--- src/common/axi_switch_macros.svh ---
// Bus widths and slave count for the one-master, three-slave AXI4 switch.
// Include this wherever a port or a lane slice is sized.
`ifndef AXI_SWITCH_MACROS_SVH
`define AXI_SWITCH_MACROS_SVH

// master side field widths
`define AXI_ID_W     4
`define AXI_ADDR_W   64
`define AXI_DATA_W   64
`define AXI_STRB_W   8

// burst control
`define AXI_LEN_W    8
`define AXI_SIZE_W   3
`define AXI_BURST_W  2

`define AXI_RESP_W   2

// lane 0 is IO, lane 1 is the timer, lane 2 is memory
`define SLAVE_NUM    3

`endif

--- src/common/axi_switch_pkg.sv ---
// Types and the select decoder shared by the AXI switch routers.
// Import into any module that decodes a select or drives a response.
`default_nettype none

`include "axi_switch_macros.svh"

package axi_switch_pkg;

    // decoded target, the value doubles as the lane index
    typedef enum logic [1:0] {
        SEL_IO    = 2'd0,
        SEL_TIMER = 2'd1,
        SEL_MEM   = 2'd2,
        SEL_NONE  = 2'd3
    } slave_sel_e;

    typedef enum logic [`AXI_RESP_W-1:0] {
        OKAY   = 2'b00,
        EXOKAY = 2'b01,
        SLVERR = 2'b10,
        DECERR = 2'b11
    } axi_resp_e;

    // lowest set bit wins; nothing is selected while reset is high
    function automatic slave_sel_e decode_select(
        input logic [`SLAVE_NUM-1:0] sel,
        input logic                  reset
    );
        slave_sel_e target;
        target = SEL_NONE;
        if (!reset) begin
            if (sel[0]) begin
                target = SEL_IO;
            end else if (sel[1]) begin
                target = SEL_TIMER;
            end else if (sel[2]) begin
                target = SEL_MEM;
            end
        end
        return target;
    endfunction

endpackage

`default_nettype wire

--- src/verilog/axi_read_router.sv ---
// Read path of the AXI switch: steers AR to one slave lane and returns
// that lane's R beats. Purely combinational.
`timescale 1ns/1ns
`default_nettype none

`include "axi_switch_macros.svh"

module axi_read_router
    import axi_switch_pkg::*;
(
    input  wire                                   reset,
    input  wire  [`SLAVE_NUM-1:0]                 read_select,

    input  wire  [`AXI_ID_W-1:0]                  ar_id,
    input  wire  [`AXI_ADDR_W-1:0]                ar_addr,
    input  wire  [`AXI_LEN_W-1:0]                 ar_len,
    input  wire  [`AXI_SIZE_W-1:0]                ar_size,
    input  wire  [`AXI_BURST_W-1:0]               ar_burst,
    input  wire                                   ar_valid,
    output logic                                  ar_ready,

    output logic [`AXI_ID_W-1:0]                  r_id,
    output logic [`AXI_DATA_W-1:0]                r_data,
    output logic [`AXI_RESP_W-1:0]                r_resp,
    output logic                                  r_last,
    output logic                                  r_valid,
    input  wire                                   r_ready,

    output logic [`AXI_ID_W*`SLAVE_NUM-1:0]       slave_ar_id,
    output logic [`AXI_ADDR_W*`SLAVE_NUM-1:0]     slave_ar_addr,
    output logic [`AXI_LEN_W*`SLAVE_NUM-1:0]      slave_ar_len,
    output logic [`AXI_SIZE_W*`SLAVE_NUM-1:0]     slave_ar_size,
    output logic [`AXI_BURST_W*`SLAVE_NUM-1:0]    slave_ar_burst,
    output logic [`SLAVE_NUM-1:0]                 slave_ar_valid,
    input  wire  [`SLAVE_NUM-1:0]                 slave_ar_ready,

    input  wire  [`AXI_ID_W*`SLAVE_NUM-1:0]       slave_r_id,
    input  wire  [`AXI_DATA_W*`SLAVE_NUM-1:0]     slave_r_data,
    input  wire  [`AXI_RESP_W*`SLAVE_NUM-1:0]     slave_r_resp,
    input  wire  [`SLAVE_NUM-1:0]                 slave_r_last,
    input  wire  [`SLAVE_NUM-1:0]                 slave_r_valid,
    output logic [`SLAVE_NUM-1:0]                 slave_r_ready
);

    slave_sel_e target;
    logic [1:0] lane;

    assign target = decode_select(read_select, reset);
    assign lane   = target;

    always_comb begin
        slave_ar_id    = '0;
        slave_ar_addr  = '0;
        slave_ar_len   = '0;
        slave_ar_size  = '0;
        slave_ar_burst = '0;
        slave_ar_valid = '0;
        slave_r_ready  = '0;

        // with no target the master gets a single zero beat, so a stray
        // read still completes
        ar_ready = 1'b1;
        r_id     = '0;
        r_data   = '0;
        r_resp   = OKAY;
        r_last   = 1'b1;
        r_valid  = 1'b1;

        if (target != SEL_NONE) begin
            slave_ar_id[lane*`AXI_ID_W +: `AXI_ID_W]          = ar_id;
            slave_ar_addr[lane*`AXI_ADDR_W +: `AXI_ADDR_W]    = ar_addr;
            slave_ar_len[lane*`AXI_LEN_W +: `AXI_LEN_W]       = ar_len;
            slave_ar_size[lane*`AXI_SIZE_W +: `AXI_SIZE_W]    = ar_size;
            slave_ar_burst[lane*`AXI_BURST_W +: `AXI_BURST_W] = ar_burst;
            slave_ar_valid[lane]                              = ar_valid;
            slave_r_ready[lane]                               = r_ready;

            ar_ready = slave_ar_ready[lane];
            r_id     = slave_r_id[lane*`AXI_ID_W +: `AXI_ID_W];
            r_data   = slave_r_data[lane*`AXI_DATA_W +: `AXI_DATA_W];
            r_resp   = slave_r_resp[lane*`AXI_RESP_W +: `AXI_RESP_W];
            r_last   = slave_r_last[lane];
            r_valid  = slave_r_valid[lane];
        end
    end

endmodule

`default_nettype wire

--- src/verilog/axi_write_router.sv ---
// Write path of the AXI switch: steers AW and W to one slave lane and
// returns that lane's B response. Purely combinational.
`timescale 1ns/1ns
`default_nettype none

`include "axi_switch_macros.svh"

module axi_write_router
    import axi_switch_pkg::*;
(
    input  wire                                   reset,
    input  wire  [`SLAVE_NUM-1:0]                 write_select,

    input  wire  [`AXI_ID_W-1:0]                  aw_id,
    input  wire  [`AXI_ADDR_W-1:0]                aw_addr,
    input  wire  [`AXI_LEN_W-1:0]                 aw_len,
    input  wire  [`AXI_SIZE_W-1:0]                aw_size,
    input  wire  [`AXI_BURST_W-1:0]               aw_burst,
    input  wire                                   aw_valid,
    output logic                                  aw_ready,

    input  wire  [`AXI_DATA_W-1:0]                w_data,
    input  wire  [`AXI_STRB_W-1:0]                w_strb,
    input  wire                                   w_last,
    input  wire                                   w_valid,
    output logic                                  w_ready,

    output logic [`AXI_ID_W-1:0]                  b_id,
    output logic [`AXI_RESP_W-1:0]                b_resp,
    output logic                                  b_valid,
    input  wire                                   b_ready,

    output logic [`AXI_ID_W*`SLAVE_NUM-1:0]       slave_aw_id,
    output logic [`AXI_ADDR_W*`SLAVE_NUM-1:0]     slave_aw_addr,
    output logic [`AXI_LEN_W*`SLAVE_NUM-1:0]      slave_aw_len,
    output logic [`AXI_SIZE_W*`SLAVE_NUM-1:0]     slave_aw_size,
    output logic [`AXI_BURST_W*`SLAVE_NUM-1:0]    slave_aw_burst,
    output logic [`SLAVE_NUM-1:0]                 slave_aw_valid,
    input  wire  [`SLAVE_NUM-1:0]                 slave_aw_ready,

    output logic [`AXI_DATA_W*`SLAVE_NUM-1:0]     slave_w_data,
    output logic [`AXI_STRB_W*`SLAVE_NUM-1:0]     slave_w_strb,
    output logic [`SLAVE_NUM-1:0]                 slave_w_last,
    output logic [`SLAVE_NUM-1:0]                 slave_w_valid,
    input  wire  [`SLAVE_NUM-1:0]                 slave_w_ready,

    input  wire  [`AXI_ID_W*`SLAVE_NUM-1:0]       slave_b_id,
    input  wire  [`AXI_RESP_W*`SLAVE_NUM-1:0]     slave_b_resp,
    input  wire  [`SLAVE_NUM-1:0]                 slave_b_valid,
    output logic [`SLAVE_NUM-1:0]                 slave_b_ready
);

    slave_sel_e target;
    logic [1:0] lane;

    assign target = decode_select(write_select, reset);
    assign lane   = target;

    always_comb begin
        // unselected lanes stay quiet
        slave_aw_id    = '0;
        slave_aw_addr  = '0;
        slave_aw_len   = '0;
        slave_aw_size  = '0;
        slave_aw_burst = '0;
        slave_aw_valid = '0;
        slave_w_data   = '0;
        slave_w_strb   = '0;
        slave_w_last   = '0;
        slave_w_valid  = '0;
        slave_b_ready  = '0;

        // default sink: accept everything and answer OKAY
        aw_ready = 1'b1;
        w_ready  = 1'b1;
        b_id     = '0;
        b_resp   = OKAY;
        b_valid  = 1'b1;

        if (target != SEL_NONE) begin
            slave_aw_id[lane*`AXI_ID_W +: `AXI_ID_W]          = aw_id;
            slave_aw_addr[lane*`AXI_ADDR_W +: `AXI_ADDR_W]    = aw_addr;
            slave_aw_len[lane*`AXI_LEN_W +: `AXI_LEN_W]       = aw_len;
            slave_aw_size[lane*`AXI_SIZE_W +: `AXI_SIZE_W]    = aw_size;
            slave_aw_burst[lane*`AXI_BURST_W +: `AXI_BURST_W] = aw_burst;
            slave_aw_valid[lane]                              = aw_valid;

            slave_w_data[lane*`AXI_DATA_W +: `AXI_DATA_W]     = w_data;
            slave_w_strb[lane*`AXI_STRB_W +: `AXI_STRB_W]     = w_strb;
            slave_w_last[lane]                                = w_last;
            slave_w_valid[lane]                               = w_valid;

            slave_b_ready[lane] = b_ready;

            aw_ready = slave_aw_ready[lane];
            w_ready  = slave_w_ready[lane];
            b_id     = slave_b_id[lane*`AXI_ID_W +: `AXI_ID_W];
            b_resp   = slave_b_resp[lane*`AXI_RESP_W +: `AXI_RESP_W];
            b_valid  = slave_b_valid[lane];
        end
    end

endmodule

`default_nettype wire

--- src/verilog/soc_axi_switch.sv ---
// Top of the SoC AXI4 switch: one master, slaves IO, timer and memory.
// Write and read paths are steered independently by their own selects.
`timescale 1ns/1ns
`default_nettype none

`include "axi_switch_macros.svh"

module soc_axi_switch (
    input  wire                                reset,
    input  wire  [`SLAVE_NUM-1:0]              write_select,
    input  wire  [`SLAVE_NUM-1:0]              read_select,

    // master write address and data
    input  wire  [`AXI_ID_W-1:0]               aw_id,
    input  wire  [`AXI_ADDR_W-1:0]             aw_addr,
    input  wire  [`AXI_LEN_W-1:0]              aw_len,
    input  wire  [`AXI_SIZE_W-1:0]             aw_size,
    input  wire  [`AXI_BURST_W-1:0]            aw_burst,
    input  wire                                aw_valid,
    output wire                                aw_ready,
    input  wire  [`AXI_DATA_W-1:0]             w_data,
    input  wire  [`AXI_STRB_W-1:0]             w_strb,
    input  wire                                w_last,
    input  wire                                w_valid,
    output wire                                w_ready,
    output wire  [`AXI_ID_W-1:0]               b_id,
    output wire  [`AXI_RESP_W-1:0]             b_resp,
    output wire                                b_valid,
    input  wire                                b_ready,

    // master read
    input  wire  [`AXI_ID_W-1:0]               ar_id,
    input  wire  [`AXI_ADDR_W-1:0]             ar_addr,
    input  wire  [`AXI_LEN_W-1:0]              ar_len,
    input  wire  [`AXI_SIZE_W-1:0]             ar_size,
    input  wire  [`AXI_BURST_W-1:0]            ar_burst,
    input  wire                                ar_valid,
    output wire                                ar_ready,
    output wire  [`AXI_ID_W-1:0]               r_id,
    output wire  [`AXI_DATA_W-1:0]             r_data,
    output wire  [`AXI_RESP_W-1:0]             r_resp,
    output wire                                r_last,
    output wire                                r_valid,
    input  wire                                r_ready,

    // slave lanes, lane k at slice k
    output wire  [`AXI_ID_W*`SLAVE_NUM-1:0]    slave_aw_id,
    output wire  [`AXI_ADDR_W*`SLAVE_NUM-1:0]  slave_aw_addr,
    output wire  [`AXI_LEN_W*`SLAVE_NUM-1:0]   slave_aw_len,
    output wire  [`AXI_SIZE_W*`SLAVE_NUM-1:0]  slave_aw_size,
    output wire  [`AXI_BURST_W*`SLAVE_NUM-1:0] slave_aw_burst,
    output wire  [`SLAVE_NUM-1:0]              slave_aw_valid,
    input  wire  [`SLAVE_NUM-1:0]              slave_aw_ready,
    output wire  [`AXI_DATA_W*`SLAVE_NUM-1:0]  slave_w_data,
    output wire  [`AXI_STRB_W*`SLAVE_NUM-1:0]  slave_w_strb,
    output wire  [`SLAVE_NUM-1:0]              slave_w_last,
    output wire  [`SLAVE_NUM-1:0]              slave_w_valid,
    input  wire  [`SLAVE_NUM-1:0]              slave_w_ready,
    input  wire  [`AXI_ID_W*`SLAVE_NUM-1:0]    slave_b_id,
    input  wire  [`AXI_RESP_W*`SLAVE_NUM-1:0]  slave_b_resp,
    input  wire  [`SLAVE_NUM-1:0]              slave_b_valid,
    output wire  [`SLAVE_NUM-1:0]              slave_b_ready,

    output wire  [`AXI_ID_W*`SLAVE_NUM-1:0]    slave_ar_id,
    output wire  [`AXI_ADDR_W*`SLAVE_NUM-1:0]  slave_ar_addr,
    output wire  [`AXI_LEN_W*`SLAVE_NUM-1:0]   slave_ar_len,
    output wire  [`AXI_SIZE_W*`SLAVE_NUM-1:0]  slave_ar_size,
    output wire  [`AXI_BURST_W*`SLAVE_NUM-1:0] slave_ar_burst,
    output wire  [`SLAVE_NUM-1:0]              slave_ar_valid,
    input  wire  [`SLAVE_NUM-1:0]              slave_ar_ready,
    input  wire  [`AXI_ID_W*`SLAVE_NUM-1:0]    slave_r_id,
    input  wire  [`AXI_DATA_W*`SLAVE_NUM-1:0]  slave_r_data,
    input  wire  [`AXI_RESP_W*`SLAVE_NUM-1:0]  slave_r_resp,
    input  wire  [`SLAVE_NUM-1:0]              slave_r_last,
    input  wire  [`SLAVE_NUM-1:0]              slave_r_valid,
    output wire  [`SLAVE_NUM-1:0]              slave_r_ready
);

    // port names match the routers one for one
    axi_write_router i_axi_write_router (.*);

    axi_read_router i_axi_read_router (.*);

endmodule

`default_nettype wire
--- config.mk ---
export PLATFORM = sky130hd
export DESIGN_NAME = soc_axi_switch
export DESIGN_NICKNAME = d
export VERILOG_FILES = /design/src/common/axi_switch_pkg.sv /design/src/verilog/axi_read_router.sv /design/src/verilog/axi_write_router.sv /design/src/verilog/soc_axi_switch.sv
export VERILOG_INCLUDE_DIRS = /design/src /design/src/common
export SDC_FILE = /design/constraint.sdc
export NUM_CORES = 1
export LEC_CHECK = 0
export BUFFER_PORTS_ARGS = -buffer_cell sky130_fd_sc_hd__buf_2
export CORE_AREA = 2 2 502 504
export DETAILED_ROUTE_END_ITERATION = 7
export DIE_AREA = 0 0 504 506
export PLACE_DENSITY = 0.3
export SYNTH_ARGS = -nofsm -noshare
export SYNTH_HDL_FRONTEND = slang
export SYNTH_SLANG_ARGS = --single-unit
--- constraint.sdc ---
create_clock -name vclk -period 11
set_input_delay 2.2 -clock vclk [all_inputs]
set_output_delay 2.2 -clock vclk [all_outputs]
set_load 0.01 [all_outputs]
==> results by group, run 1 <==
Run status
  • Outcome: finished clean

Clock tree
  • # hold bufs at CTS: 0
  • Post-CTS setup buffers: 0
  • PostCTS Resize Cnt: 0

Finish
  • Area Overhead vs Synth: 149.0%
  • Layout cells sized above 1: 0.5929
  • Clkbuf count: 0
  • Filler Cell Count: 29.87k
  • FF+latch count: 0
  • Non-filler cells, final: 5624
  • Register area: 0 um^2
  • Nets: 2746

Yosys
  • Synth Instances: 1071
  • Count leader, synth: and2_1
  • Netlist Area Pre-Place: 0.006995 mm^2
  • Yosys warnings: 0
  • Avg Inst Size Synth: 6.532 um^2
  • Yosys cell types: 26
  • Area share of the largest cell type after synthesis: 0.4275
  • Sequential-to-total area share from yosys stat: 0
  • Cell taking the most area after synthesis: and2_1
  • Syn Nets: 1570
  • Top post-synthesis cells by count: and2_1 (478), nor3b_1 (234), clkbuf_1 (126)
  • Synth area leaders: and2_1 (43%), nor3b_1 (25%), o2bb2ai_1 (9.5%)

Worst hold path
  • Hold crit path type: in2out
  • Hold path start: slave_r_data[181]
  • Hold Crit Endpoint: r_data[53]
  • WHS Path Cells: 3

Critical path
  • Crit start category: input port
  • Cell family with most CP delay: buffers and inverters
  • Cells along the critical path: buf_2 -> nand2b_1 -> a21oi_4 -> buf_4 -> inv_1 -> ha_1 -> or4b_4 -> a211oi_4 -> buf_4 -> and2_1 -> buf_2
  • Critical Path AT: 5.92 ns
  • Crit path max fanout: 82
  • Crit path required time: 8.80 ns
  • CP Class: in2out
  • CP max-delay cell: buf_4
  • CP peak stage delay: 0.59 ns
  • CP endpoint kind: output port
  • CP bufs+invs: 5

Routing
  • Starting DRT DRC Count: 802
  • DRT Pass-1 Iters: 5
  • Vias: 14.22k
  • Number of vias per cell: 2.528
  • DR WL/cell: 26.52 um
  • Routed Antenna Nets: 0
  • Final wirelength: 149100 um
  • Residual DRC: 0

Global route
  • First-pass GRT wire length: 177900 um
  • Vias in the first global route: 13.32k
  • Gr usage total: 0.1101
  • Total grt overflow: 0
  • Initial antenna violation count: 166
  • Largest net degree at the start of global routing: 82

Pwr
  • Cell Pwr Density: 28.80 mW/mm^2
  • Peak supply drop: 0.00001148 V
  • Pleak: 8.596 nW

STA
  • Unrepaired setup endpoints after global routing: false
  • Slew @ Worst Pin: 1.091 ns
  • Fmax: 0.1231 GHz
  • Final hold violation count: 0
  • Max Slew Vio Count: 0
  • Max_slew headroom: 0.2724
  • Final Cycle Share: 0.7383
  • Final TNS setup: 0 ns
  • Final setup fails: 0
  • Minimum clock period: 8.122 ns

Die
  • Die area: 0.2550 mm^2
  • Die width: 504 um
  • Rows: 184
  • Number of I/O pins: 1295
  • Initial Utilization: 0.02798
  • Die Y: 506 um
  • Core Box Area: 0.2500 mm^2

Job
  • Max_cap viols: 0

Place
  • Gpl congestion: 0.9032
  • Placed cells: 5593
  • PortBufs: 1295
  • Hpwl dp: 139900 um
[logic make-up after synthesis]
group,synth area share
AOI/OAI and AO/OA,0.1967
adders and majority gates,0.01073
buffers and inverters,0.08156
and+or+nand+nor,0.7110
[per-layer routing]
layer	vias up	GRT usage	wire, um
met5	-	0	303
met4	48	0.01489	3771
met1	6586	0.1133	51320
li1	6079	-	-
met3	266	0.03006	12530
met2	1240	0.2220	81230
[how the worst max path moves through the flow]
stage | cells after the start | from | to
final | 11 | read_select[1] | slave_ar_addr[143]
after global routing | 11 | read_select[1] | slave_ar_addr[143]
after detailed placement | 11 | read_select[1] | slave_ar_addr[143]
after global placement | 11 | read_select[1] | slave_ar_addr[143]
after floorplan | 12 | write_select[0] | slave_w_data[100]
after CTS | 11 | read_select[1] | slave_ar_addr[143]
[power by group]
group / total (mW) / switching, mW / internal, mW
Clock: 0.000000155 / 0 / 0.000000155
Combinational: 0.502 / 0.337 / 0.164
Sequential: 0 / 0 / 0
Total: 0.502 / 0.337 / 0.164
[tightest hold or removal path: stages]
cell and delay, ns:
buf_2 0.07, o2bb2ai_1 0.10, buf_2 0.12
[metrics by stage]
| step | utilization | setup slack, ns | hold slack, ns | power, mW | area, um^2 |
|---|---|---|---|---|---|
| 2_1_floorplan | - | 4.125 | 4.542 | 0.1610 | 6995 |
| 3_3_place_gp | 0.06937 | 2.793 | 4.695 | 0.5202 | 17340 |
| 3_5_place_dp | 0.06937 | 2.827 | 4.694 | 0.5209 | 17340 |
| 4_1_cts | 0.06937 | 2.818 | 4.697 | 0.5218 | 17340 |
| 5_1_grt | 0.06944 | 2.618 | 4.703 | 0.5344 | 17360 |
| 6_report | 0.06968 | 2.878 | 4.696 | 0.5016 | 17420 |
[cell type report]
cell class         instances  area [um^2]  share of cell area
well taps               3348         4189              0.2405
inverters                  5        18.77            0.001077
repair buffers          1315         6646              0.3815
diodes                    31        77.57            0.004453
multi-input cells        925         6489              0.3725
[cells in the final DEF (no fill, tap or decap), types with 2 or more instances in the layout]
master,count
inv_1,5
nor2_1,4
diode_2,31
o21ai_0,6
o2bb2ai_1,76
and3b_1,2
and3_1,7
and2_1,478
nor4b_1,2
ha_1,6
a22oi_1,82
nor2b_1,5
nor3b_1,234
a21oi_1,6
nand2b_4,2
or2_2,3
buf_4,20
buf_2,1294
and3_4,2
Note: power is estimated with default switching activity, not from simulation.
==> run 2: changes to the inputs <==
--- a/config.mk
+++ b/config.mk
@@ -7,9 +7,9 @@
 export NUM_CORES = 1
 export LEC_CHECK = 0
 export BUFFER_PORTS_ARGS = -buffer_cell sky130_fd_sc_hd__buf_2
-export CORE_AREA = 2 2 502 504
+export CORE_AREA = 2 2 503 505
 export DETAILED_ROUTE_END_ITERATION = 7
-export DIE_AREA = 0 0 504 506
+export DIE_AREA = 0 0 505 507
 export PLACE_DENSITY = 0.3
 export SYNTH_ARGS = -nofsm -noshare
 export SYNTH_HDL_FRONTEND = slang
==> constraint.sdc (replaced) <==
create_clock -name vclk -period 6.9
set_input_delay 1.38 -clock vclk [all_inputs]
set_output_delay 1.38 -clock vclk [all_outputs]
set_load 0.01 [all_outputs]
==> run 2 against run 1 <==
  * Combinational power increased by 66%
  * Cell area increased by 1.8%
  * Critical path type unchanged
  * Global-route usage increased by 0.33 points
  * Critical endpoint is now slave_ar_len[9]
  * Die area increased by 0.40%
  * Non-clock buffer count increased by 15
  * First-iteration DRC count decreased by 9.9%
  * Power increased by 66%
==> results by group, run 2 (synthesis results as in run 1) <==
Die
  • Die Y: 507 um (+0.20%)
  • Rows: 184 (unchanged)
  • Die width: 505 um (+0.20%)
  • Die area: 0.2560 mm^2 (+0.40%)
  • Initial Utilization: 0.02793 (-0.00005143)
  • Number of I/O pins: 1295 (unchanged)
  • Core Box Area: 0.2505 mm^2 (+0.18%)

Place
  • Pre-CTS WS: 0.8743 ns (-1.953 ns)
  • PortBufs: 1295 (unchanged)
  • Placed cells: 5608 (+0.27%)
  • Gpl congestion: 0.9628 (+6.6%)
  • Hpwl dp: 144200 um (+3.1%)
  • Placed Instance Area: 0.01762 mm^2 (+1.6%)

Finish
  • Commonest non-fill, non-tap cell in the layout: buf_2
  • Fin util: 0.07078 (+0.001106)
  • Clkbuf count: 0 (unchanged)
  • Design Area, Final: 0.01773 mm^2 (+1.8%)
  • Filler Cell Count: 29.88k (+0.037%)
  • Most frequent cells in the layout: buf_2 (1288), and2_1 (478), nor3b_1 (234)
  • FF+latch count: 0 (unchanged)
  • Register area: 0 um^2 (unchanged)
  • Nets: 2761 (+0.55%)
  • Layout cells sized above 1: 0.5960 (+0.003145)
  • Non-filler cells, final: 5652 (+0.50%)
  • Area Overhead vs Synth: 153.4%

STA
  • Final setup fails: 0 (unchanged)
  • Minimum clock period: 6.013 ns
  • Hold_ws: 3.053 ns (-1.643 ns)
  • Final Cycle Share: 0.8714
  • Fmax: 0.1663 GHz
  • Setup WS post-layout: 0.8874 ns (-1.991 ns)
  • Max_slew headroom: 0.2893 (+0.01685)
  • Final TNS setup: 0 ns (unchanged)
  • Final hold violation count: 0 (unchanged)
  • Slew @ Worst Pin: 1.066 ns (-0.02527 ns)
  • Max Slew Vio Count: 0 (unchanged)
  • Unrepaired setup endpoints after global routing: false

Critical path
  • CP peak stage delay: 0.54 ns (-0.05 ns)
  • CP max-delay cell: a21oi_4
  • Crit path max fanout: 46 (-44%)
  • Cells along the critical path: buf_2 -> nand2b_1 -> a21oi_4 -> inv_1 -> ha_1 -> nor2b_1 -> nand2b_4 -> buf_4 -> nor3b_1 -> buf_2
  • Crit path required time: 5.52 ns (-3.28 ns)
  • Critical Path AT: 4.63 ns (-1.29 ns)
  • CP endpoint kind: output port
  • Cell mode on critical path: buf_2
  • Crit start category: input port
  • CP Class: in2out

Clock tree
  • Post-CTS setup buffers: 0 (unchanged)
  • # hold bufs at CTS: 0 (unchanged)
  • PostCTS Resize Cnt: 0 (unchanged)

Global route
  • Total grt overflow: 0 (unchanged)
  • Gr usage total: 0.1134 (+0.003305)
  • Vias in the first global route: 13.35k (+0.27%)
  • Initial antenna violation count: 174 (+4.8%)
  • GR Util met2: 0.2220 (about the same)
  • First-pass GRT wire length: 182500 um (+2.6%)
  • Most Used Layer, Global Route: met2
  • GR Util met1: 0.1206 (+0.007327)
  • Met3 Use GR: 0.02471 (-0.005350)
  • Largest net degree at the start of global routing: 87 (+6.1%)

Routing
  • Residual DRC: 0 (unchanged)
  • DRT Pass-1 Iters: 4 (-1)
  • Routed Antenna Nets: 0 (unchanged)
  • Vias: 14.18k (-0.31%)
  • Final wirelength: 154400 um (+3.5%)
  • Starting DRT DRC Count: 723 (-9.9%)
  • Number of vias per cell: 2.508 (-0.80%)
  • DR WL/cell: 27.31 um (+3.0%)

Pwr
  • Cell Pwr Density: 46.84 mW/mm^2 (+63%)
  • Peak supply drop: 0.00002630 V (+130%)
  • Power, Total: 0.8305 mW (+66%)
  • Pleak: 8.712 nW (+1.4%)

Worst hold path
  • Hold crit path type: in2out
  • Hold path start: slave_r_data[183]
  • Hold Crit Endpoint: r_data[55]
  • WHS Path Cells: 3 (unchanged)

Run status
  • Outcome: finished clean

Job
  • Max_cap viols: 0 (unchanged)
## run 2: per-layer routing
metal | vias to the layer above | share of wire
met1 | 6481 | 0.36
met4 | 30 | 0.040
met2 | 1265 | 0.53
met3 | 278 | 0.072
li1 | 6121 | -
met5 | - | 0.0013
## run 2: worst max-delay path by stage
stage,endpoint,startpoint
after floorplan,slave_w_data[100],write_select[0]
final,slave_ar_len[9],read_select[1]
after global routing,slave_ar_addr[66],read_select[1]
after global placement,slave_ar_len[9],read_select[1]
after CTS,slave_ar_len[9],read_select[1]
after detailed placement,slave_ar_len[9],read_select[1]
## run 2: final cells by class
cell class	count	area, um^2	area share
Tap cell	3348	4189	0.2363
Timing Repair Buffer	1330	6912	0.3898
Inverter	5	18.77	0.001059
Multi-Input combinational cell	925	6500	0.3666
Antenna cell	44	110.1	0.006210
## run 2: critical path: cells and delay by family
family,cells,cell delay [ns]
AOI/OAI and AO/OA,1,0.54
adders and majority gates,1,0.36
buffers and inverters,4,0.89
and+or+nand+nor,4,1.36
## run 2: power by group
group | switching [mW] | internal, mW
Combinational | 0.558 | 0.273
Sequential | 0 | 0
Clock | 0 | 0.000000113
==> run 3: changes to the inputs <==
--- a/config.mk
+++ b/config.mk
@@ -6,11 +6,13 @@
 export SDC_FILE = /design/constraint.sdc
 export NUM_CORES = 1
 export LEC_CHECK = 0
+export ABC_AREA = 0
 export BUFFER_PORTS_ARGS = -buffer_cell sky130_fd_sc_hd__buf_2
 export CORE_AREA = 2 2 503 505
 export DETAILED_ROUTE_END_ITERATION = 7
 export DIE_AREA = 0 0 505 507
 export PLACE_DENSITY = 0.3
+export RECOVER_POWER = 100
 export SYNTH_ARGS = -nofsm -noshare
 export SYNTH_HDL_FRONTEND = slang
 export SYNTH_SLANG_ARGS = --single-unit
==> run 3 against run 2 <==
  * The flow now finishes with violations (max-capacitance violations, max-slew violations)
  * Wire length grew 0.37%
  * Setup slack got worse by 0.41 ns
  * Worst hold slack better by 0.0071 ns
  * Critical path depth stayed put
  * Cell count barely moved
  * Critical path type unchanged
  * Critical endpoint is now r_data[6]
==> results by group, run 3 (synthesis results as in run 1) <==
Run status
  • Outcome: finished with violations
  • Failing checks: max-capacitance violations, max-slew violations

Clock tree
  • Post-CTS setup buffers: 0 (unchanged)
  • # hold bufs at CTS: 0 (unchanged)
  • PostCTS Resize Cnt: 0 (unchanged)

Global route
  • Total grt overflow: 0 (unchanged)
  • Largest net degree at the start of global routing: 87 (unchanged)
  • First-pass GRT wire length: 182500 um (unchanged)
  • Gr usage total: 0.1134 (unchanged)
  • Vias in the first global route: 13.35k (unchanged)
  • Initial antenna violation count: 177 (+1.7%)

Critical path
  • Crit path max fanout: 70 (+52%)
  • CP Class: in2out
  • CP max-delay cell: clkbuf_2
  • CP bufs+invs: 4 (unchanged)
  • Cells along the critical path: buf_4 -> clkbuf_2 -> nor2_1 -> or2_2 -> ha_1 -> or2_4 -> nor3_4 -> clkbuf_4 -> o2bb2ai_1 -> clkbuf_1
  • Crit path required time: 5.52 ns (about the same)
  • CP endpoint kind: output port
  • CP peak stage delay: 0.73 ns (+0.19 ns)
  • Cell family with most CP delay: buffers and inverters
  • Critical Path AT: 5.04 ns (+0.41 ns)
  • Crit start category: input port

Job
  • Max_cap viols: 1 (+1)

STA
  • Max Slew Vio Count: 29 (+29)
  • Fmax: 0.1558 GHz (-6.3%)
  • Max_slew headroom: -0.2104 (-0.4997)
  • Minimum clock period: 6.418 ns (+0.4058 ns)
  • Hold_ws: 3.060 ns (+0.007100 ns)
  • Slew @ Worst Pin: 1.807 ns (+0.7413 ns)
  • Final TNS setup: 0 ns (unchanged)
  • Final Cycle Share: 0.9302 (+0.05881)
  • Final hold violation count: 0 (unchanged)
  • Unrepaired setup endpoints after global routing: false
  • Final setup fails: 0 (unchanged)
  • Setup WS post-layout: 0.4816 ns (-0.4058 ns)

Routing
  • Number of vias per cell: 2.508 (about the same)
  • DR WL/cell: 27.39 um (+0.30%)
  • Starting DRT DRC Count: 639 (-12%)
  • Final wirelength: 154900 um (+0.37%)
  • DRT Pass-1 Iters: 7 (+3)
  • Routed Antenna Nets: 0 (unchanged)
  • Vias: 14.19k (+0.092%)
  • Residual DRC: 0 (unchanged)

Finish
  • Nets: 2761 (unchanged)
  • Layout cells sized above 1: 0.3124 (-0.2836)
  • Clkbuf count: 0 (unchanged)
  • Area of the multi-input gates: 0.006472 mm^2 (-0.42%)
  • Register area: 0 um^2 (unchanged)
  • Commonest non-fill, non-tap cell in the layout: buf_2
  • Filler Cell Count: 30.20k (+1.1%)
  • Area Overhead vs Synth: 141.3%
  • Most frequent cells in the layout: buf_2 (656), clkbuf_1 (638), and2_1 (379)
  • FF+latch count: 0 (unchanged)

Die
  • Core Box Area: 0.2505 mm^2 (unchanged)
  • Number of I/O pins: 1295 (unchanged)
  • Initial Utilization: 0.02793 (unchanged)
  • Die Y: 507 um (unchanged)
  • Die width: 505 um (unchanged)
  • Die area: 0.2560 mm^2 (unchanged)
  • Rows: 184 (unchanged)

Worst hold path
  • Hold crit path type: in2out

Place
  • Gpl congestion: 0.9628 (unchanged)
  • PortBufs: 1295 (unchanged)
  • Pre-CTS WS: 0.8743 ns (unchanged)
  • Hpwl dp: 144200 um (unchanged)
-- run 3: cell types whose count changed in the layout (fill, tap and decap cells not counted), sizes merged --
cell / change
clkbuf: +641
diode: +4
buf: -641
-- run 3: layout make-up --
| type | count | share of cell area |
|---|---|---|
| Tap cell | 3348 | 0.2481 |
| Multi-Input combinational cell | 925 | 0.3834 |
| Timing Repair Buffer | 1330 | 0.3602 |
| Inverter | 5 | 0.001112 |
| Antenna cell | 48 | 0.007115 |
-- run 3: tightest hold or removal path, delay by kind of cell --
family                 cells  cell delay [ns]
AOI/OAI and AO/OA          1             0.10
buffers and inverters      2             0.21
-- run 3: metal layers --
metal	up-vias	routed length [um]	track usage
met5	-	206	0
met4	30	5970	0.02927
met3	283	11250	0.02471
met2	1249	82070	0.2220
met1	6500	55430	0.1206
li1	6126	-	-
-- run 3: path summary, 6_finish.rpt --
check	from	depth (start not counted)	endpoint	slack, ns
worst max-delay path	read_select[0]	10	r_data[6]	0.48
worst min-delay path	slave_r_data[182]	3	r_data[54]	3.06
-- run 3: per-stage QoR --
stage | instances | utilization | cell area (um^2)
floorplan | 1071 | - | 6995
global placement | 5608 | 0.07034 | 17620
detailed placement | 5608 | 0.07034 | 17620
CTS | 5608 | 0.07034 | 17620
global route | 5629 | 0.06713 | 16810
finish | 5656 | 0.06740 | 16880
